<file path="src/common/board_io_pkg.sv">
/*
 * board_io shared definitions
 * link command codes, core identifier, register widths and the
 * fixed-point weights of the RGB to YPbPr conversion
 */

package board_io_pkg;

  ////////////////////////////////////////////////////////////
  // host link
  ////////////////////////////////////////////////////////////

  localparam logic [7:0] CORE_ID    = 8'ha5;  // aga core id, sent in byte 0

  localparam logic [7:0] CMD_JOY0   = 8'h02;  // joystick 0 word
  localparam logic [7:0] CMD_JOY1   = 8'h03;  // joystick 1 word
  localparam logic [7:0] CMD_JOY2   = 8'h10;  // joystick 2 word
  localparam logic [7:0] CMD_JOY3   = 8'h11;  // joystick 3 word
  localparam logic [7:0] CMD_MOUSE  = 8'h04;  // mouse movement bytes
  localparam logic [7:0] CMD_KBD    = 8'h05;  // keyboard scancodes
  localparam logic [7:0] CMD_CONFIG = 8'h14;  // core config byte

  ////////////////////////////////////////////////////////////
  // host registers
  ////////////////////////////////////////////////////////////

  localparam int JOY_W  = 16;  // [fire7:fire,up,down,left,right]
  localparam int CONF_W = 4;

  localparam int CONF_BIT_15KHZ    = 0;  // scandoubler off
  localparam int CONF_BIT_YPBPR    = 1;  // component output
  localparam int CONF_BIT_NO_CSYNC = 2;  // keep separate syncs in ypbpr

  localparam logic [1:0] KMS_TYPE_MOUSE = 2'd0;
  localparam logic [1:0] KMS_TYPE_KBD   = 2'd1;

  ////////////////////////////////////////////////////////////
  // video
  ////////////////////////////////////////////////////////////

  localparam int RGB_W = 8;  // core colour depth
  localparam int VGA_W = 6;  // resistor dac depth on the board

  // weights scaled by 256
  localparam int signed Y_R  = 77;
  localparam int signed Y_G  = 150;
  localparam int signed Y_B  = 29;
  localparam int signed PB_R = -43;
  localparam int signed PB_G = -85;
  localparam int signed PB_B = 128;
  localparam int signed PR_R = 128;
  localparam int signed PR_G = -107;
  localparam int signed PR_B = -21;

  localparam int signed CHROMA_OFS = 128;  // mid-scale for pb/pr

endpackage

</file>
<file path="src/spi_link/spi_link_decode.sv">
`timescale 1ns/1ps
/*
 * host SPI link receiver
 * syncs the SPI pins into clk_28, builds bytes and frames commands,
 * answers byte 0 with the core id and steers the shared data-out pin
 */

module spi_link_decode (
  input  logic       clk_28,
  input  logic       reset,
  input  logic       spi_sck,
  input  logic       spi_ss_io,   // user io select, active low
  input  logic       spi_di,
  input  logic       spi_ss2,     // core fpga select
  input  logic       spi_ss3,     // core osd select
  input  logic       core_sdo,
  output logic       spi_do,
  output logic       spi_do_oe,
  output logic       byte_valid,
  output logic [7:0] rx_byte,
  output logic [7:0] cmd,
  output logic [1:0] byte_idx
);

  logic       sck_meta, sck_s, sck_d;  // sck sync chain
  logic       ss_meta, ss_s;
  logic       di_meta, di_s;
  logic       sck_rise, sck_fall;      // registered edge strobes
  logic [2:0] bit_cnt;
  logic [1:0] byte_cnt;                // saturates at 3
  logic [7:0] rx_next;
  logic [7:0] tx_shift;
  logic       link_do;

  ////////////////////////////////////////////////////////////
  // pin synchronisers and edge detect
  ////////////////////////////////////////////////////////////

  always_ff @(posedge clk_28) begin
    if (reset) begin
      sck_meta <= 1'b0;
      sck_s    <= 1'b0;
      sck_d    <= 1'b0;
      ss_meta  <= 1'b1;  // idle deselected
      ss_s     <= 1'b1;
      di_meta  <= 1'b0;
      di_s     <= 1'b0;
      sck_rise <= 1'b0;
      sck_fall <= 1'b0;
    end else begin
      sck_meta <= spi_sck;
      sck_s    <= sck_meta;
      sck_d    <= sck_s;
      ss_meta  <= spi_ss_io;
      ss_s     <= ss_meta;
      di_meta  <= spi_di;
      di_s     <= di_meta;
      sck_rise <= sck_s & ~sck_d;  // mode 0 sample edge
      sck_fall <= ~sck_s & sck_d;  // mode 0 shift edge
    end
  end

  ////////////////////////////////////////////////////////////
  // receive side
  ////////////////////////////////////////////////////////////

  assign rx_next = {rx_byte[6:0], di_s};  // msb first

  always_ff @(posedge clk_28) begin
    if (reset) begin
      bit_cnt    <= '0;
      byte_cnt   <= '0;
      byte_idx   <= '0;
      byte_valid <= 1'b0;
    end else begin
      byte_valid <= 1'b0;  // single cycle pulse
      if (ss_s) begin
        bit_cnt  <= '0;  // frame ends, restart at byte 0
        byte_cnt <= '0;
      end else if (sck_rise) begin
        bit_cnt <= bit_cnt + 3'd1;
        if (bit_cnt == 3'd7) begin
          byte_idx   <= byte_cnt;
          byte_valid <= (byte_cnt != 2'd0);  // byte 0 is the command
          if (byte_cnt != 2'd3)
            byte_cnt <= byte_cnt + 2'd1;
        end
      end
    end
  end

  // shifter and command latch
  always_ff @(posedge clk_28) begin
    if (!ss_s && sck_rise) begin
      rx_byte <= rx_next;
      if (bit_cnt == 3'd7 && byte_cnt == 2'd0)
        cmd <= rx_next;  // held for the rest of the frame
    end
  end

  ////////////////////////////////////////////////////////////
  // transmit side and data-out mux
  ////////////////////////////////////////////////////////////

  always_ff @(posedge clk_28) begin
    if (reset || ss_s)
      tx_shift <= board_io_pkg::CORE_ID;  // msb ready before first rise
    else if (sck_fall)
      tx_shift <= {tx_shift[6:0], 1'b0};
  end

  assign link_do = (byte_cnt == 2'd0) ? tx_shift[7] : 1'b0;  // id in byte 0 only

  // link wins, then the core, else released
  assign spi_do    = !spi_ss_io ? link_do :
                     (!spi_ss2 || !spi_ss3) ? core_sdo : 1'b0;
  assign spi_do_oe = !spi_ss_io || !spi_ss2 || !spi_ss3;

  // bytes only come out of an open frame
  a_valid_in_frame : assert property (@(posedge clk_28) disable iff (reset)
    byte_valid |-> !ss_s)
    else $error("byte_valid outside of a frame");

  // one pulse per completed byte
  a_valid_single : assert property (@(posedge clk_28) disable iff (reset)
    byte_valid |=> !byte_valid)
    else $error("byte_valid held for more than one cycle");

endmodule

</file>
<file path="src/spi_link/host_reg_exec.sv">
`timescale 1ns/1ps
/*
 * host register file
 * runs decoded link bytes into joystick words, core config and
 * keyboard/mouse byte strobes
 */

module host_reg_exec (
  input  logic                            clk_28,
  input  logic                            reset,
  input  logic                            byte_valid,
  input  logic [7:0]                      rx_byte,
  input  logic [7:0]                      cmd,
  input  logic [1:0]                      byte_idx,
  output logic [board_io_pkg::JOY_W-1:0]  joy0_n,
  output logic [board_io_pkg::JOY_W-1:0]  joy1_n,
  output logic [board_io_pkg::JOY_W-1:0]  joy2_n,
  output logic [board_io_pkg::JOY_W-1:0]  joy3_n,
  output logic [board_io_pkg::CONF_W-1:0] core_config,
  output logic                            scan_15khz_n,
  output logic [7:0]                      kbd_mouse_data,
  output logic [1:0]                      kbd_mouse_type,
  output logic                            kbd_mouse_strobe
);

  logic [board_io_pkg::JOY_W-1:0] joy [4];  // active high copies
  logic [1:0]                     joy_sel;
  logic                           joy_hit;
  logic                           kms_hit;

  ////////////////////////////////////////////////////////////
  // command decode
  ////////////////////////////////////////////////////////////

  always_comb begin
    joy_hit = 1'b1;
    joy_sel = 2'd0;
    case (cmd)
      board_io_pkg::CMD_JOY0: joy_sel = 2'd0;
      board_io_pkg::CMD_JOY1: joy_sel = 2'd1;
      board_io_pkg::CMD_JOY2: joy_sel = 2'd2;
      board_io_pkg::CMD_JOY3: joy_sel = 2'd3;
      default:                joy_hit = 1'b0;  // not a joystick command
    endcase
  end

  assign kms_hit = (cmd == board_io_pkg::CMD_KBD) || (cmd == board_io_pkg::CMD_MOUSE);

  ////////////////////////////////////////////////////////////
  // registers
  ////////////////////////////////////////////////////////////

  always_ff @(posedge clk_28) begin
    if (reset) begin
      for (int i = 0; i < 4; i++)
        joy[i] <= '0;  // nothing pressed
    end else if (byte_valid && joy_hit) begin
      if (byte_idx == 2'd1)
        joy[joy_sel][7:0] <= rx_byte;  // low byte first
      else if (byte_idx == 2'd2)
        joy[joy_sel][board_io_pkg::JOY_W-1:8] <= rx_byte;
    end
  end

  always_ff @(posedge clk_28) begin
    if (reset)
      core_config <= '0;  // 31khz rgb, separate syncs
    else if (byte_valid && cmd == board_io_pkg::CMD_CONFIG && byte_idx == 2'd1)
      core_config <= rx_byte[board_io_pkg::CONF_W-1:0];
  end

  // every data byte of a kbd/mouse frame goes out with its own strobe
  always_ff @(posedge clk_28) begin
    if (reset)
      kbd_mouse_strobe <= 1'b0;
    else
      kbd_mouse_strobe <= byte_valid && kms_hit;
  end

  always_ff @(posedge clk_28) begin
    if (byte_valid && kms_hit) begin
      kbd_mouse_data <= rx_byte;
      kbd_mouse_type <= (cmd == board_io_pkg::CMD_KBD) ? board_io_pkg::KMS_TYPE_KBD :
                                                         board_io_pkg::KMS_TYPE_MOUSE;
    end
  end

  assign joy0_n       = ~joy[0];  // core wants active low
  assign joy1_n       = ~joy[1];
  assign joy2_n       = ~joy[2];
  assign joy3_n       = ~joy[3];
  assign scan_15khz_n = ~core_config[board_io_pkg::CONF_BIT_15KHZ];

  a_strobe_single : assert property (@(posedge clk_28) disable iff (reset)
    kbd_mouse_strobe |=> !kbd_mouse_strobe)
    else $error("kbd_mouse_strobe held for more than one cycle");

endmodule

</file>
<file path="src/video/video_out_stage.sv">
`timescale 1ns/1ps
/*
 * video output stage
 * optional RGB to YPbPr with composite sync, then cut to the board
 * dac width and registered toward the pins, two cycles in total
 */

module video_out_stage (
  input  logic                           clk_28,
  input  logic                           reset,
  input  logic [board_io_pkg::RGB_W-1:0] red,
  input  logic [board_io_pkg::RGB_W-1:0] green,
  input  logic [board_io_pkg::RGB_W-1:0] blue,
  input  logic                           hsync_n,
  input  logic                           vsync_n,
  input  logic                           ypbpr,     // component mode
  input  logic                           no_csync,  // keep syncs apart in ypbpr
  output logic [board_io_pkg::VGA_W-1:0] vga_r,
  output logic [board_io_pkg::VGA_W-1:0] vga_g,
  output logic [board_io_pkg::VGA_W-1:0] vga_b,
  output logic                           vga_hs,
  output logic                           vga_vs
);

  localparam int RW = board_io_pkg::RGB_W;
  localparam int VW = board_io_pkg::VGA_W;

  logic [17:0]        y_sum;            // always positive
  logic signed [17:0] pb_sum, pr_sum;
  logic [RW-1:0]      y_val, pb_val, pr_val;
  logic               csync_n;
  logic [RW-1:0]      s1_r, s1_g, s1_b;  // conversion stage
  logic               s1_hs, s1_vs;

  ////////////////////////////////////////////////////////////
  // colour conversion
  ////////////////////////////////////////////////////////////

  assign y_sum  = 18'(board_io_pkg::Y_R * red + board_io_pkg::Y_G * green
                      + board_io_pkg::Y_B * blue);
  assign pb_sum = 18'(board_io_pkg::PB_R * $signed({1'b0, red})
                      + board_io_pkg::PB_G * $signed({1'b0, green})
                      + board_io_pkg::PB_B * $signed({1'b0, blue}));
  assign pr_sum = 18'(board_io_pkg::PR_R * $signed({1'b0, red})
                      + board_io_pkg::PR_G * $signed({1'b0, green})
                      + board_io_pkg::PR_B * $signed({1'b0, blue}));

  assign y_val  = y_sum[15:8];  // /256
  assign pb_val = RW'(board_io_pkg::CHROMA_OFS + (pb_sum >>> 8));  // wraps mod 256
  assign pr_val = RW'(board_io_pkg::CHROMA_OFS + (pr_sum >>> 8));

  assign csync_n = hsync_n & vsync_n;  // both active low

  ////////////////////////////////////////////////////////////
  // stage 1 and stage 2 registers
  ////////////////////////////////////////////////////////////

  always_ff @(posedge clk_28) begin
    if (reset) begin
      s1_r  <= '0;
      s1_g  <= '0;
      s1_b  <= '0;
      s1_hs <= 1'b1;
      s1_vs <= 1'b1;
    end else if (ypbpr) begin
      s1_r  <= pr_val;  // pr on red
      s1_g  <= y_val;   // luma on green
      s1_b  <= pb_val;  // pb on blue
      s1_hs <= no_csync ? hsync_n : csync_n;
      s1_vs <= no_csync ? vsync_n : 1'b1;  // vs parked high with csync
    end else begin
      s1_r  <= red;
      s1_g  <= green;
      s1_b  <= blue;
      s1_hs <= hsync_n;
      s1_vs <= vsync_n;
    end
  end

  always_ff @(posedge clk_28) begin
    if (reset) begin
      vga_r  <= '0;
      vga_g  <= '0;
      vga_b  <= '0;
      vga_hs <= 1'b1;
      vga_vs <= 1'b1;
    end else begin
      vga_r  <= s1_r[RW-1 -: VW];  // drop the lsbs
      vga_g  <= s1_g[RW-1 -: VW];
      vga_b  <= s1_b[RW-1 -: VW];
      vga_hs <= s1_hs;
      vga_vs <= s1_vs;
    end
  end

  // the mode seen at stage 1 reaches the pins one cycle later
  a_csync_vs_high : assert property (@(posedge clk_28) disable iff (reset)
    (ypbpr && !no_csync) |-> ##2 vga_vs)
    else $error("vga_vs toggled in ypbpr mode with composite sync");

endmodule

</file>
<file path="src/design/board_io_top.sv">
`timescale 1ns/1ps
/*
 * board_io top level
 * host SPI link, host register file and video output stage
 */

module board_io_top (
  input  logic                            clk_28,
  input  logic                            reset,
  input  logic                            spi_sck,
  input  logic                            spi_ss_io,
  input  logic                            spi_di,
  input  logic                            spi_ss2,
  input  logic                            spi_ss3,
  input  logic                            core_sdo,
  input  logic [board_io_pkg::RGB_W-1:0]  red,
  input  logic [board_io_pkg::RGB_W-1:0]  green,
  input  logic [board_io_pkg::RGB_W-1:0]  blue,
  input  logic                            hsync_n,
  input  logic                            vsync_n,
  output logic                            spi_do,     // board wrapper builds the tristate
  output logic                            spi_do_oe,
  output logic [board_io_pkg::JOY_W-1:0]  joy0_n,
  output logic [board_io_pkg::JOY_W-1:0]  joy1_n,
  output logic [board_io_pkg::JOY_W-1:0]  joy2_n,
  output logic [board_io_pkg::JOY_W-1:0]  joy3_n,
  output logic                            scan_15khz_n,
  output logic [7:0]                      kbd_mouse_data,
  output logic [1:0]                      kbd_mouse_type,
  output logic                            kbd_mouse_strobe,
  output logic [board_io_pkg::VGA_W-1:0]  vga_r,
  output logic [board_io_pkg::VGA_W-1:0]  vga_g,
  output logic [board_io_pkg::VGA_W-1:0]  vga_b,
  output logic                            vga_hs,
  output logic                            vga_vs
);

  logic                            byte_valid;
  logic [7:0]                      rx_byte;
  logic [7:0]                      cmd;
  logic [1:0]                      byte_idx;
  logic [board_io_pkg::CONF_W-1:0] core_config;

  ////////////////////////////////////////////////////////////
  // host link
  ////////////////////////////////////////////////////////////

  spi_link_decode spi_link_decode_i (
    .clk_28(clk_28), .reset(reset),
    .spi_sck(spi_sck), .spi_ss_io(spi_ss_io), .spi_di(spi_di),
    .spi_ss2(spi_ss2), .spi_ss3(spi_ss3), .core_sdo(core_sdo),
    .spi_do(spi_do), .spi_do_oe(spi_do_oe),
    .byte_valid(byte_valid), .rx_byte(rx_byte), .cmd(cmd), .byte_idx(byte_idx)
  );

  host_reg_exec host_reg_exec_i (
    .clk_28(clk_28), .reset(reset),
    .byte_valid(byte_valid), .rx_byte(rx_byte), .cmd(cmd), .byte_idx(byte_idx),
    .joy0_n(joy0_n), .joy1_n(joy1_n), .joy2_n(joy2_n), .joy3_n(joy3_n),
    .core_config(core_config), .scan_15khz_n(scan_15khz_n),
    .kbd_mouse_data(kbd_mouse_data), .kbd_mouse_type(kbd_mouse_type),
    .kbd_mouse_strobe(kbd_mouse_strobe)
  );

  ////////////////////////////////////////////////////////////
  // video
  ////////////////////////////////////////////////////////////

  video_out_stage video_out_stage_i (
    .clk_28(clk_28), .reset(reset),
    .red(red), .green(green), .blue(blue), .hsync_n(hsync_n), .vsync_n(vsync_n),
    .ypbpr(core_config[board_io_pkg::CONF_BIT_YPBPR]),        // from host config
    .no_csync(core_config[board_io_pkg::CONF_BIT_NO_CSYNC]),
    .vga_r(vga_r), .vga_g(vga_g), .vga_b(vga_b), .vga_hs(vga_hs), .vga_vs(vga_vs)
  );

endmodule

</file>
<file path="config.mk">
export PLATFORM = sky130hd
export DESIGN_NAME = board_io_top
export DESIGN_NICKNAME = d
export VERILOG_FILES = /design/src/common/board_io_pkg.sv /design/src/spi_link/spi_link_decode.sv /design/src/spi_link/host_reg_exec.sv /design/src/video/video_out_stage.sv /design/src/design/board_io_top.sv
export SDC_FILE = /design/constraint.sdc
export NUM_CORES = 1
export LEC_CHECK = 0
export ABC_CLOCK_PERIOD_IN_PS = 8250
export BUFFER_PORTS_ARGS = -buffer_cell sky130_fd_sc_hd__buf_2
export CAP_MARGIN = 40
export CORE_MARGIN = 5
export CORE_UTILIZATION = 55
export CTS_BUF_LIST = sky130_fd_sc_hd__clkbuf_8
export CTS_CLUSTER_SIZE = 20
export DETAILED_ROUTE_END_ITERATION = 8
export PLACE_DENSITY = 0.86
export SLEW_MARGIN = 10
export SYNTH_ARGS = -nofsm -noshare
export SYNTH_HDL_FRONTEND = slang
export SYNTH_SLANG_ARGS = --single-unit
</file>
<file path="constraint.sdc">
create_clock -name clk_28 -period 8.25 [get_ports clk_28]
set_clock_uncertainty 0.15 [all_clocks]
set_input_delay 1.65 -clock clk_28 [delete_from_list [all_inputs] [get_ports clk_28]]
set_output_delay 1.65 -clock clk_28 [all_outputs]
set_load 0.01 [all_outputs]
</file>
==> results of run 1 <==
worst max-delay path, delay by kind of cell:
| family | cells | cell delay [ns] |
|---|---|---|
| adder cells (fa/ha/maj) | 10 | 3.97 |
| AND/OR/NAND/NOR | 2 | 0.38 |
| AO/OA/AOI/OAI | 8 | 1.36 |
| XOR/XNOR | 1 | 0.12 |
| buffers and inverters | 8 | 0.72 |
kinds of logic (layout without fill, tap and decap cells):
logic type,Yosys count,after routing,synth area share
buf+inv,364,555,0.1028
simple gates,256,256,0.09251
mux,16,16,0.01170
xor+xnor,28,28,0.01792
other cells,1,1,0.0002740
fa+ha+maj,381,381,0.4278
compound gates,108,108,0.05074
flops,158,158,0.2962
layer usage:
layer  global-route usage  vias to the layer above  part of all wire
li1                     -                     4508                 -
met1               0.2606                     4641              0.38
met2               0.4004                      347              0.51
met3              0.04078                       80             0.070
met4              0.08857                        0             0.036
met5                    0                        -                 0
registers in the layout (all words and copies together), names as in the netlist, 2 cells and up:
name	cells
host_reg_exec_i.joy	64
host_reg_exec_i.kbd_mouse_data	8
spi_link_decode_i.cmd	8
spi_link_decode_i.rx_byte	8
spi_link_decode_i.tx_shift	8
video_out_stage_i.s1_b	6
video_out_stage_i.s1_g	6
video_out_stage_i.s1_r	6
video_out_stage_i.vga_b	6
video_out_stage_i.vga_g	6
video_out_stage_i.vga_r	6
host_reg_exec_i.core_config	3
spi_link_decode_i.bit_cnt	3
spi_link_decode_i.byte_cnt	2
spi_link_decode_i.byte_idx	2
layout make-up:
type	count	area share
tap	324	0.02635
sequential	158	0.2635
inverter	350	0.08541
multi-input combinational	790	0.5357
clock buffer	18	0.01611
timing repair buffer	173	0.06377
clock inverter	14	0.009110
synthesized netlist by cell type, drive strengths merged (7+ instances only):
| library cell | count | area share |
|---|---|---|
| a21o | 10 | 0.0055 |
| a21oi | 31 | 0.011 |
| clkbuf | 11 | 0.0055 |
| dfxtp | 69 | 0.10 |
| edfxtp | 89 | 0.20 |
| fa | 145 | 0.21 |
| ha | 236 | 0.22 |
| inv | 350 | 0.096 |
| mux2i | 16 | 0.012 |
| nand2 | 58 | 0.016 |
| nand2b | 8 | 0.0037 |
| nand3 | 13 | 0.0048 |
| nor2 | 87 | 0.024 |
| nor2b | 31 | 0.014 |
| nor3 | 10 | 0.0037 |
| o21ai | 26 | 0.0095 |
| or2 | 9 | 0.0043 |
| or3 | 7 | 0.0036 |
| xnor2 | 16 | 0.010 |
| xor2 | 12 | 0.0077 |
stage by stage:
stage	std cells	cell area, sq um
2_1_floorplan	1312	13690
3_3_place_gp	1794	14960
3_5_place_dp	1795	14980
4_1_cts	1827	15370
5_1_grt	1827	15380
6_report	1827	15380
power breakdown:
part	switching, mW	internal [mW]
registers	0.00961	0.854
clock network	0.276	0.277
logic	2.08	1.62
total	2.37	2.75
worst max path at each step:
stage,end,slack (ns),depth (start not counted),from
finish,video_out_stage_i.s1_r[5]$_SDFF_PP0_,0.24,29,blue[4]
global route,video_out_stage_i.s1_r[5]$_SDFF_PP0_,0.02,29,blue[2]
CTS,video_out_stage_i.s1_r[5]$_SDFF_PP0_,0.15,28,blue[4]
detailed placement,video_out_stage_i.s1_r[5]$_SDFF_PP0_,-0.35,28,blue[4]
global placement,video_out_stage_i.s1_r[5]$_SDFF_PP0_,-0.16,28,blue[4]
floorplan,video_out_stage_i.s1_r[5]$_SDFF_PP0_,0.13,27,blue[2]
timing repair:
| item | CTS | global route |
|---|---|---|
| hold buffers | 0 | 0 |
| gates resized for setup | 0 | 6 |
| endpoints found under the setup margin | 0 | 4 |
==> impl_metrics.csv, run 1 <==
group,metric,value,unit
critical_path,cp_slowest_cell,"fa_1",
cts,cts_tree,"yes",
critical_path,worstReg2RegStart,"spi_link_decode_i.cmd[5]$_DFFE_PP_",
global_route,grt_pass1_wl,49990,um
critical_path,cpPeakStageDelay,0.54,ns
timing,tightestPinTransition,0.8302,ns
timing,setup-violations-final,0,
critical_path,worstSetupStartpointType,"input port",
logic_synthesis,netlist_area,13690,sq um
final_layout,synthToLayoutAreaGrowth,12.39,%
timing,layout_min_cycle_time,8.012,ns
critical_path,r2r_end,"host_reg_exec_i.joy[1][3]$_SDFFCE_PN0P_",
route,drt_iter0_drc,632,
floorplan,std_cell_rows,57,
route,dr_total_vias,9576,
critical_path,r2r_slack,5.70,ns
cts,insertion_delay,0.44,ns
logic_synthesis,synthArstFlopShare,0,
global_route,grt_max_degree,52,
hold_path,hold_class,"reg2reg",
logic_synthesis,syn_inst,1312,
critical_path,required,8.43,ns
hold_path,min_from,"spi_link_decode_i.sck_d$_SDFF_PP0_",
critical_path,rr_worst_depth,5,
cts,cts_buffers,17,
floorplan,io_pins,132,
cts,cts_root_buffer,"clkbuf_8",
logic_synthesis,yosysSeqAreaShare,0.2962,
timing,finalCritPeriodShare,0.9712,
placement,io_buffers,130,
cts,cts_buffer_depth,2,
logic_synthesis,ys_ff_latch,158,
cts,cts.clk_slew.worst_paths,0.08,ns
timing,final-max-slew-violation-count,0,
final_layout,drive_gt1_frac,0.1470,
cts,clock-sinks,158,
critical_path,arrival,8.20,ns
cts,post_cts_buffers,0,
route,ant_nets,0,
logic_synthesis,syn_area_per_cell,10.43,sq um
critical_path,critPathKind,"in2reg",
critical_path,critPathCaptureType,"flip-flop",
power_and_ir_drop,cellLeakagePower,7.886,nW
logic_synthesis,ys_warn_count,0,
flow_run,maxCapViolCount,0,
floorplan,initial_core_util,0.5611,
power_and_ir_drop,p_per_area,332.8,nW/um^2
placement,hpwl,25250,um
final_layout,fillerInstances,1876,
route,via_per_inst,5.241,
power_and_ir_drop,power,5.119,mW
timing,hold_viol_final,0,
timing,maxSlewHeadroom,0.4423,
timing,max_freq,124.8,MHz
hold_path,hold_depth,1,
global_route,grt_pass1_vias,10393,
run_status,status,"finished clean",
floorplan,coreArea,24390,sq um
route,routed_wl,30190,um
floorplan,die_w,167.8,um
timing,fin_hold_ws,0.2607,ns
timing,grt_setup_unrepaired,"false",
global_route,antenna_found_initial,0,
final_layout,fin_nets,1905,
logic_synthesis,synth_cell_types,61,
final_layout,antenna_cells,0,
critical_path,cp_max_fo,4,
placement,place_ws,-0.3509,ns
logic_synthesis,synth_nets,1727,
cts,h-tree-depth,4,
floorplan,die_h,167.8,um
route,route.detailed.drc,0,
final_layout,multi_input_area,8240,sq um
hold_path,min_to,"spi_link_decode_i.sck_rise$_SDFF_PP0_",
floorplan,dieArea,28140,sq um
route,drt_first_pass_iters,5,
placement,place_congestion,0.9420,
final_layout,mostFrequentLayoutCells,"inv_1 (351), ha_1 (236), fa_1 (145)",
global_route,grt_usage,0.2219,
final_layout,final_core_util,0.6307,
final_layout,mostFrequentLayoutCell,"inv_1",
timing,layout_setup_ws,0.2377,ns
route,wl_per_cell,16.52,um
logic_synthesis,ys.flop_type,"edfxtp_1",
global_route,grt.overflow.total,0,
power_and_ir_drop,ir_drop,230.2,uV
logic_synthesis,synth-edff-count,89,
timing,setup_tns,0,ns
final_layout,seq_area,4054,sq um
No activity file was read; power rests on OpenSTA's default activity.
==> run 2: changes to the inputs <==
ABC_CLOCK_PERIOD_IN_PS = 10110   (was 8250)
PLACE_DENSITY = 0.83   (was 0.86)
clock period = 10.11 ns   (was 8.25 ns; I/O delays follow)
==> run 2 against run 1 <==
Compared with the run above:
- global-route usage down 0.69 points
- non-clock buffer count decreased by 40
- count of clock-buffer cells in the layout is 1 higher
- via count fell by 2.8%
- register-to-register slack better by 1.8 ns
==> impl_metrics.csv, run 2 (synthesis gave the netlist of run 1 again) <==
group,metric,value,unit
route,routed_wl,29420,um
cts,cts_buffers,17,
timing,max_freq,111.7,MHz
critical_path,worstSetupStartpointType,"input port",
cts,cts_resized,0,
timing,layout_setup_ws,1.159,ns
global_route,grt.overflow.total,0,
hold_path,hold_class,"reg2reg",
critical_path,critPathKind,"in2reg",
timing,fin_hold_ws,0.2691,ns
cts,cts_tree,"yes",
final_layout,largest_reg_flops,64,
flow_run,maxCapViolCount,0,
floorplan,io_pins,132,
critical_path,cp_max_fo,10,
floorplan,die_h,167.8,um
timing,layout_min_cycle_time,8.951,ns
final_layout,antenna_cells,0,
route,dr_total_vias,9304,
critical_path,critPathCaptureType,"flip-flop",
route,drt_iter0_drc,668,
floorplan,std_cell_rows,57,
cts,cts_buffer_depth,2,
cts,clock-sinks,158,
placement,hpwl,24440,um
global_route,grt_pass1_wl,48450,um
final_layout,fillerInstances,1942,
final_layout,synthToLayoutAreaGrowth,10.06,%
hold_path,hold_depth,1,
timing,hold_viol_final,0,
floorplan,die_w,167.8,um
cts,post_cts_buffers,0,
floorplan,initial_core_util,0.5611,
cts,ctsHoldBuffers,0,
placement,dp_cells,1755,
timing,setup-violations-final,0,
global_route,grt_max_degree,52,
placement,place_ws,0.7069,ns
floorplan,coreArea,24390,sq um
timing,finalCritPeriodShare,0.8853,
final_layout,final_cells,1787,
cts,cts.clk_slew.worst_paths,0.08,ns
run_status,status,"finished clean",
power_and_ir_drop,cellLeakagePower,7.698,nW
timing,grt_setup_unrepaired,"false",
power_and_ir_drop,p_per_area,270.7,nW/um^2
timing,tightestPinTransition,0.7436,ns
critical_path,arrival,9.13,ns
final_layout,final_core_util,0.6176,
placement,io_buffers,130,
final_layout,mostFrequentLayoutCells,"inv_1 (351), ha_1 (236), fa_1 (145)",
route,route.detailed.drc,0,
route,via_per_inst,5.206,
final_layout,regMostFlops,"host_reg_exec_i.joy",
cts,h-tree-depth,4,
timing,final-max-slew-violation-count,0,
cts,insertion_delay,0.44,ns
placement,place_congestion,0.9358,
critical_path,rr_worst_depth,5,
final_layout,mostFrequentLayoutCell,"inv_1",
route,wl_per_cell,16.47,um
global_route,grt_usage,0.2150,
timing,maxSlewHeadroom,0.5004,
floorplan,dieArea,28140,sq um
global_route,antenna_found_initial,1,
route,drt_first_pass_iters,5,
cts,cts_root_buffer,"clkbuf_8",
final_layout,fin_nets,1865,
power_and_ir_drop,ir_drop,687.0,uV
route,ant_nets,0,
global_route,grt_pass1_vias,9572,
critical_path,required,10.29,ns
final_layout,drive_gt1_frac,0.1230,
timing,setup_tns,0,ns
run 2: path summary, 6_finish.rpt:
path / start / to / slack [ns]
worst max-delay path: blue[2] / video_out_stage_i.s1_r[5]$_SDFF_PP0_ / 1.16
worst min-delay path: spi_link_decode_i.ss_meta$_SDFF_PP1_ / spi_link_decode_i.ss_s$_SDFF_PP1_ / 0.27
worst max register to register: spi_link_decode_i.cmd[5]$_DFFE_PP_ / host_reg_exec_i.joy[1][5]$_SDFFCE_PN0P_ / 7.53
worst min register to register: spi_link_decode_i.ss_meta$_SDFF_PP1_ / spi_link_decode_i.ss_s$_SDFF_PP1_ / 0.27
run 2: through the flow:
stage | instance area [sq um] | power [mW]
after global placement | 14670 | 3.489
after CTS | 15060 | 4.089
after global routing | 15060 | 4.566
after floorplan | 13690 | 2.851
final | 15060 | 4.078
after detailed placement | 14670 | 3.617
run 2: layer usage:
metal  wire [um]  vias up  part of all wire  GRT usage
met1       12270     4499              0.42     0.2801
met3        1953       46             0.066    0.03630
li1            -     4442                 -          -
met5           7        -           0.00024          0
met2       14640      315              0.50     0.3761
met4         554        2             0.019    0.05152
run 2: final cells by class:
type	count	area [sq um]	area share
Tap cell	324	405.4	0.02691
Clock buffer	19	261.5	0.01736
Inverter	350	1314	0.08722
Multi-Input combinational cell	790	8225	0.5461
Sequential cell	158	4054	0.2691
Clock inverter	13	130.1	0.008639
Timing Repair Buffer	133	673.1	0.04469
run 2: critical path: stages:
cell,delay (ns)
buf_2,0.25
inv_1,0.08
ha_1,0.29
inv_1,0.09
ha_1,0.25
fa_1,0.48
fa_1,0.54
inv_1,0.06
fa_1,0.46
nor2b_1,0.12
o21ai_0,0.10
a21boi_0,0.24
o21ai_0,0.14
nand2_1,0.10
xor2_1,0.24
ha_1,0.29
fa_1,0.48
fa_1,0.55
inv_1,0.05
fa_1,0.52
inv_1,0.04
ha_1,0.30
inv_1,0.11
nor2_1,0.07
a211oi_1,0.49
a21oi_1,0.15
or3_1,0.33
a32o_1,0.25
run 2: report_power, final:
group	internal (mW)	switching, mW	total, mW
registers	0.697	0.00793	0.705
logic	1.19	1.73	2.92
clock network	0.215	0.237	0.451
total	2.11	1.97	4.08
==> run 3: changes to the inputs <==
CORE_MARGIN = default   (was 5)
==> run 3 against run 2 <==
Compared with the run above:
- highest routed layer is now met4
- die area fell by 9.3%
- total power rose by 1.9%
- cell count barely moved
- worst hold slack got worse by 0.0087 ns
- global-route usage rose by 2.5 points
- critical endpoint unchanged
- largest power group unchanged
==> impl_metrics.csv, run 3 (synthesis gave the netlist of run 1 again) <==
group,metric,value,unit
final_layout,mostFrequentLayoutCell,"inv_1",
global_route,grt.overflow.total,0,
cts,post_cts_buffers,0,
placement,hpwl,23950,um
floorplan,dieArea,25520,sq um
critical_path,cp_max_fo,10,
critical_path,critPathKind,"in2reg",
global_route,grt_pass1_vias,9543,
route,route.detailed.drc,0,
cts,cts_tree,"yes",
timing,fin_hold_ws,0.2604,ns
final_layout,seq_area,4054,sq um
timing,hold_viol_final,0,
global_route,grt_pass1_wl,47550,um
timing,setup-violations-final,0,
cts,cts_buffers,17,
power_and_ir_drop,p_per_area,275.0,nW/um^2
cts,ctsHoldBuffers,0,
floorplan,io_pins,132,
global_route,grt_usage,0.2404,
route,ant_nets,0,
cts,clock-sinks,158,
final_layout,drive_gt1_frac,0.1237,
floorplan,die_w,159.8,um
cts,insertion_delay,0.45,ns
timing,grt_setup_unrepaired,"false",
route,routed_wl,28880,um
placement,place_area,14670,sq um
route,via_per_inst,5.211,
cts,cts_buffer_depth,2,
final_layout,final_area,15110,sq um
critical_path,worstSetupStartpointType,"input port",
route,wl_per_cell,16.15,um
floorplan,die_h,159.8,um
route,drt_iter0_drc,512,
route,dr_total_vias,9317,
final_layout,mostFrequentLayoutCells,"inv_1 (350), ha_1 (236), fa_1 (145)",
final_layout,regMostFlops,"host_reg_exec_i.joy",
critical_path,critPathCaptureType,"flip-flop",
global_route,grt_max_degree,52,
placement,place_congestion,0.9370,
floorplan,coreArea,24390,sq um
global_route,antenna_found_initial,1,
floorplan,std_cell_rows,57,
run_status,status,"finished clean",
critical_path,required,10.31,ns
placement,io_buffers,130,
hold_path,hold_class,"reg2reg",
floorplan,initial_core_util,0.5611,
cts,cts_resized,0,
final_layout,fillerInstances,1893,
power_and_ir_drop,ir_drop,788.8,uV
timing,final-max-slew-violation-count,0,
final_layout,multi_input_area,8225,sq um
flow_run,maxCapViolCount,0,
timing,setup_tns,0,ns
final_layout,fin_nets,1865,
timing,max_freq,111.6,MHz
power_and_ir_drop,cellLeakagePower,7.709,nW
final_layout,largest_reg_flops,64,
critical_path,arrival,9.15,ns
route,drt_first_pass_iters,5,
cts,cts.clk_slew.worst_paths,0.09,ns
timing,finalCritPeriodShare,0.8860,
cts,cts_root_buffer,"clkbuf_8",
timing,tightestPinTransition,0.8140,ns
final_layout,final_cells,1788,
timing,maxSlewHeadroom,0.4532,
critical_path,r2r_slack,7.51,ns
final_layout,synthToLayoutAreaGrowth,10.37,%
final_layout,final_core_util,0.6193,
timing,layout_min_cycle_time,8.957,ns
placement,dp_cells,1755,
cts,h-tree-depth,4,
## run 3: per-layer routing
layer / part of all wire / track usage / wire [um]
met4: 0.025 / 0.08086 / 719
met2: 0.50 / 0.4260 / 14410
met1: 0.41 / 0.2957 / 11890
met3: 0.064 / 0.04182 / 1861
met5: 0 / 0 / 0
## run 3: per-stage QoR
stage / worst slack, ns / power (mW)
after floorplan: 1.619 / 2.851
after global placement: 0.8921 / 3.497
after detailed placement: 0.6890 / 3.647
after CTS: 1.166 / 4.150
after global routing: 0.7179 / 4.617
final: 1.153 / 4.153
## run 3: worst paths after layout
check | startpoint | to | depth (start not counted)
worst max-delay path | blue[2] | video_out_stage_i.s1_r[5]$_SDFF_PP0_ | 28
worst min-delay path | spi_link_decode_i.sck_s$_SDFF_PP0_ | spi_link_decode_i.sck_fall$_SDFF_PP0_ | 1
worst max register to register | spi_link_decode_i.cmd[7]$_DFFE_PP_ | host_reg_exec_i.joy[1][0]$_SDFFCE_PN0P_ | 5
worst min register to register | spi_link_decode_i.sck_s$_SDFF_PP0_ | spi_link_decode_i.sck_fall$_SDFF_PP0_ | 1
## run 3: cell type report
class,instances,share of cell area
multi-input combinational,790,0.5445
sequential,158,0.2684
inverter,350,0.08697
timing repair buffer,133,0.04456
tap,324,0.02684
clock buffer,19,0.01731
clock inverter,13,0.01126
antenna,1,0.0001657
## run 3: power by group
group	switching, mW	internal (mW)	leakage (nW)	total [mW]
Sequential	0.00744	0.697	1.40	0.704
Clock	0.248	0.243	0.216	0.490
Combinational	1.75	1.21	6.09	2.96
Total	2.01	2.15	7.71	4.15
## run 3: worst max-delay path, cell delays in order
cell and delay (ns):
buf_2 0.25, inv_1 0.08, ha_1 0.30, inv_1 0.10
ha_1 0.25, fa_1 0.48, fa_1 0.54, inv_1 0.06
fa_1 0.45, nor2b_1 0.12, o21ai_0 0.11, a21boi_0 0.28
o21ai_0 0.16, nand2_1 0.10, xor2_1 0.25, ha_1 0.29
fa_1 0.46, fa_1 0.54, inv_1 0.05, fa_1 0.52
inv_1 0.04, ha_1 0.30, inv_1 0.11, nor2_1 0.07
a211oi_1 0.46, a21oi_1 0.16, or3_1 0.32, a32o_1 0.25
